<file path="config.mk">
export PLATFORM = sky130hd
export DESIGN_NAME = burst_mem
export DESIGN_NICKNAME = d
export VERILOG_FILES = /design/src/icache_pkg.sv /design/src/burst_mem.sv
export SDC_FILE = /design/constraint.sdc
export NUM_CORES = 1
export LEC_CHECK = 0
export BUFFER_PORTS_ARGS = -buffer_cell sky130_fd_sc_hd__buf_2
export CORE_MARGIN = 2
export CORE_UTILIZATION = 26
export DETAILED_ROUTE_END_ITERATION = 6
export PLACE_DENSITY = 0.74
export SLEW_MARGIN = 30
export SYNTH_ARGS = -nofsm -noshare
export SYNTH_HDL_FRONTEND = slang
export SYNTH_SLANG_ARGS = --single-unit
</file>
<file path="constraint.sdc">
create_clock -name clk -period 1.2 [get_ports clk]
set_clock_uncertainty 0.15 [all_clocks]
set_input_delay 0.36 -clock clk [delete_from_list [all_inputs] [get_ports clk]]
set_output_delay 0.36 -clock clk [all_outputs]
set_load 0.01 [all_outputs]
</file>
<file path="src/prog.hex">
// one 64-bit word per line, word 0 first
// upper half c0de00NN, lower half NN00beef, NN is the word index
c0de00000000beef
c0de00010100beef
c0de00020200beef
c0de00030300beef
c0de00040400beef
c0de00050500beef
c0de00060600beef
c0de00070700beef
c0de00080800beef
c0de00090900beef
c0de000a0a00beef
c0de000b0b00beef
c0de000c0c00beef
c0de000d0d00beef
c0de000e0e00beef
c0de000f0f00beef
c0de00101000beef
c0de00111100beef
c0de00121200beef
c0de00131300beef
c0de00141400beef
c0de00151500beef
c0de00161600beef
c0de00171700beef
c0de00181800beef
c0de00191900beef
c0de001a1a00beef
c0de001b1b00beef
c0de001c1c00beef
c0de001d1d00beef
c0de001e1e00beef
c0de001f1f00beef

</file>
<file path="src/icache_pkg.sv">
package icache_pkg;

	// fetch address width
	localparam int ADDR_W = 32;

	// cache geometry
	localparam int NUM_WAYS = 4;
	localparam int NUM_SETS = 16;
	localparam int TAG_W = 22;

	// refill burst shape, eight 64-bit beats per 64-byte line
	localparam int LINE_BEATS = 8;
	localparam int BEAT_W = 64;

	// each sram word holds two beats
	localparam int BANK_W = 128;
	// entry address is {set index, offset[5:4]}
	localparam int SRAM_DEPTH = 64;

	// backing memory size in beats
	localparam int MEM_WORDS = 32;

	// instruction width returned to the core
	localparam int INST_W = 32;

	// derived field widths
	localparam int INDEX_W = $clog2(NUM_SETS);
	localparam int OFFSET_W = $clog2(LINE_BEATS * BEAT_W / 8);
	localparam int BEAT_CNT_W = $clog2(LINE_BEATS);
	localparam int SRAM_AW = $clog2(SRAM_DEPTH);
	localparam int MEM_AW = $clog2(MEM_WORDS);
	localparam int BEAT_OFF_W = $clog2(BEAT_W / 8);
	localparam int WORD_SEL_W = $clog2(BANK_W / INST_W);
	localparam int BYTE_SEL_W = $clog2(INST_W / 8);

	// refill controller states
	typedef enum logic {
		ST_IDLE,
		ST_REFILL
	} refill_state_t;

endpackage

</file>
<file path="src/burst_mem.sv">
`timescale 1ns/1ps

module burst_mem (
	input  logic                              clk,
	input  logic                              rst,
	input  logic [icache_pkg::ADDR_W-1:0]     araddr,
	input  logic                              arvalid,
	output logic                              arready,
	output logic [icache_pkg::BEAT_W-1:0]     rdata,
	output logic                              rvalid,
	output logic                              rlast
);
	import icache_pkg::*;

	// small program image, aliased over the whole address space
	logic [BEAT_W-1:0] mem [MEM_WORDS];

	logic busy;
	logic [MEM_AW-1:0] word_idx;
	logic [BEAT_CNT_W-1:0] beat_idx;

	initial begin
		$readmemh("/design/src/prog.hex", mem);
	end

	// one burst at a time
	assign arready = !busy;

	// beats come straight from the array while busy
	assign rvalid = busy;
	assign rdata = mem[word_idx];
	assign rlast = busy && (beat_idx == BEAT_CNT_W'(LINE_BEATS - 1));

	always_ff @(posedge clk) begin
		if (rst) begin
			busy <= 1'b0;
			beat_idx <= '0;
		end else if (!busy) begin
			if (arvalid) begin
				busy <= 1'b1;
				beat_idx <= '0;
			end
		end else begin
			beat_idx <= beat_idx + 1'b1;
			if (rlast) begin
				busy <= 1'b0;
			end
		end
	end

	// start at the line's word, modulo the memory size
	// index wraps on its own
	always_ff @(posedge clk) begin
		if (!busy) begin
			word_idx <= araddr[BEAT_OFF_W +: MEM_AW];
		end else begin
			word_idx <= word_idx + 1'b1;
		end
	end

endmodule

</file>
# == After elaboration in Yosys (flattened, before gate mapping) ==
# Index checks and enable logic that the tools add are counted.
# op_classes
mul,0
bitwise_logic,0
shift,0
magnitude_cmp,0
eq_ne,1
n_addsub,1
n_div,0
n_reduce_logical,3
mux,5
# ops
cell,count
2-to-1 mux 3 bit,2
adder 3 x 1 -> 3 bit (second input constant),1
equality test 3 bit (second input constant),1
2-to-1 mux 1 bit,3
nonzero test 2 bit,1
logical AND 1 bit,1
zero test 1 bit,1
# totals
wordCells,12
memories,0
reg_bits,4
ram_bits,0
in_bits,35
romBits,0
latchBits,0

# == Depth between registers and ports, before layout ==
# logic_depth
word_depth,4
ltp_mapped,4
mapped_depth_nobuf,4

# == Least setup slack after synthesis ==
# OpenSTA, ideal clock, no wires.
# synth_timing
path_type,reg2out
startpoint,register beat_idx[0]
endpoint,output port rlast
arrival_time_ns,0.815
path_stages_with_launch,4
slack_ns,-0.125
n_path_buf,0
required_time_ns,0.690
cell_sequence,dfxtp_1 ha_1 ha_1 and2_1
# synth_via
elab_chain_len,2
# synth_lines
element,line_no,text
"start, declared",burst_mem.sv:20,logic [BEAT_CNT_W-1:0] beat_idx;
"start signal, assigned",burst_mem.sv:44,beat_idx <= beat_idx + 1'b1;
equality test 3 bit,burst_mem.sv:32,assign rlast = busy && (beat_idx == BEAT_CNT_W'(LINE_BEATS - 1));
logical AND 1 bit,burst_mem.sv:32,
"end, declared",burst_mem.sv:11,output logic rlast
# No other way between the ends.

# == Final worst setup path ==
# Ends and elaborated chain as after synthesis.

==> impl_metrics.toml <==
[outcome]
run_status = "complete, but fails checks"
violations = "negative setup slack"

[setup_path]
cp_data_required_time_ps = 690
crit_type = "flip-flop to output pin"
cp_slowest_cell = "dfxtp_2"
critPathTopFamily = "flip-flops"
rr_endpoint = "rvalid$_SDFF_PP0_"
cpPeakStageDelay_ps = 320
crit_path_end_kind = "output pin"
r2r_cells = 5
cp.arrival_ps = 1100
crit_chain = "ha_4 -> ha_4 -> and2_4 -> buf_6"
reg2reg_from = "beat_idx[0]$_SDFFE_PP0P_"
crit_path_frequent_cell = "ha_4"
rrSetupSlack_ps = -120
crit_buf_inv = 1
start_kind = "flip-flop"
crit_fanout = 2

[sta]
finalMaxSlewViolations = 0
period_minus_slack_ps = 1610
period_share = 1.34
finalHoldViolations = 0
rsz0062_at_grt = "yes"
fmax_ghz = 0.623
whs_ps = 269
setup_viol = 5
finalWorstSetupSlack_ps = -405

[die]
dieArea_mm2 = 0.00300
start_util = 0.273
die_w_um = 54.8
die_y_um = 54.8
core_area_mm2 = 0.00245
rows = 18
io_pins = 102

[layout]
area_growth_pct = -7.28
final_core_util = 0.253
diodes = 0
drive_gt1_frac = 0.247
layout.nets = 136

[clock_tree]
cts_buffer_depth = 2
htreeDepth = 1
cts_tree = "done"
path_clk_slew_ps = 40
insertion_delay_ps = 240
ctsRootBufferMaster = "clkbuf_4"
clock_sinks = 4
cts-buffers-inserted = 3

[routing]
wire_per_inst_um = 5.94
drc = 0
drt_iter0_markers = 1
wirelength_um = 754
ant_nets = 0
drtPass1Iterations = 2
via_per_inst = 2.70
num_vias = 343

[power_and_ir_drop]
leakagePower_nw = 0.357
powerDensity_mw_per_mm2 = 762
power_mw = 0.474
vdd_drop_max_uv = 255

[logic_synthesis]
synth_compound_area_frac = 0.0336
synth_edf_count = 0
yosysTopAreaCell = "buf_4"
synthXorXnorAreaFrac = 0
synthMuxAreaShare = 0
syn_area_per_cell_um2 = 7.98
synth-seq-cells = 4
ys_dominant_reg_cell = "dfxtp_1"
yosys_warnings = 0
synth_top_area_frac = 0.716
synth_top_family_by_area = "buffers and inverters"
yosysSeqAreaShare = 0.119
synth_cells = 84
synth_most_common_cell = "buf_4"
yosys-top-cells-area = "buf_4 (72%), dfxtp_1 (12%), ha_1 (3.7%), or3b_1 (2.6%), a21oi_1 (2.2%)"
ys_types = 13
async_flop_share = 0
yosys.area_share.simple = 0.0821
netlist_area_um2 = 671
synth_fa_ha_area_frac = 0.0373
yosys-top-cells-count = "buf_4 (64), dfxtp_1 (4), a21oi_1 (3)"

[placement]
hpwl_um = 562
gp_congestion = 0.584
port_buffers = 5

[global_route]
grt_pass1_wl_um = 745
grt_use_total = 0.0407
grt_max_degree = 10
antenna_found_initial = 0
grt_pass1_vias = 186
grt-ovfl-total = 0

[worst_hold_path]
hp-class = "primary input to flip-flop"
min_from = "rst"
whs_path_depth = 3
whs_endpoint = "rvalid$_SDFF_PP0_"

[job]
maxCapViolCount = 0
-- worst register-to-register path, cell delays in order, from the launching register on --
cell and delay (ps):
dfxtp_2 320, ha_4 160, ha_4 150, buf_4 120
or2b_1 230, a21oi_2 120
-- per-layer routing --
layer	GRT usage	wire length, um	vias up
li1	-	-	160
met1	0.0310	179	143
met2	0.0635	411	36
met3	0.00820	131	4
met4	0.0750	31	0
met5	0	0	-
-- sequential cells by signal (all words and copies together) (netlist names) --
name	cells
rvalid	1
beat_idx	3
-- power by group --
part	switching (mW)	total (mW)	internal, mW
sequential	0.00785	0.149	0.141
combinational	0.117	0.156	0.0385
clock	0.0572	0.169	0.112
total	0.182	0.474	0.292
-- cell families (layout without fill, tap and decap cells) --
family | count (synthesis) | in the layout
other cells | 1 | 64
simple gates | 8 | 8
fa+ha+maj | 2 | 2
compound gates | 4 | 4
buf+inv | 65 | 15
flops | 4 | 4
-- worst max path at each step --
stage	startpoint	to	slack (ps)	cells past startpoint
floorplan	beat_idx[0]$_SDFFE_PP0P_	rlast	-50	3
global placement	beat_idx[0]$_SDFFE_PP0P_	rlast	-170	4
detailed placement	beat_idx[1]$_SDFFE_PP0P_	rlast	-170	4
CTS	beat_idx[0]$_SDFFE_PP0P_	rlast	-420	4
global route	beat_idx[0]$_SDFFE_PP0P_	rlast	-440	4
finish	beat_idx[0]$_SDFFE_PP0P_	rlast	-410	4
-- cells in the final DEF, fill, tap and decap left out, types with 2 or more instances in the layout --
cell type and n:
conb_1 64, buf_4 6, clkbuf_4 3, buf_6 3, nand2_1 2, or3b_1 2, a21oi_1 2, ha_4 2
dfxtp_2 2, buf_2 2
-- area by class of cell --
class / count / area (um2)
inverter: 1 / 3.75
timing repair buffer: 11 / 88.8
multi-input combinational: 78 / 383
sequential: 4 / 86.3
fill: 279 / 1830
clock buffer: 3 / 22.5
tap: 30 / 37.5
-- per-stage QoR --
step	cell area (um2)	instances	setup WS (ps)	setup TNS (ps)
final	622	127	-405	-833
after floorplan	937	147	-51.2	-51.2
after CTS	587	124	-420	-575
after global placement	542	121	-169	-270
after detailed placement	542	121	-174	-281
after global routing	622	127	-441	-1050
-- what timing repair did --
| action | 4_1_cts | 5_1_grt |
|---|---|---|
| buffers inserted | 0 | 3 |
| gates resized for setup | 6 | 3 |
| pin swaps | 1 | 3 |
| endpoints found under the setup margin | 4 | 5 |
| hold buffers | 0 | 0 |
No activity file was read; power rests on OpenSTA's default activity.
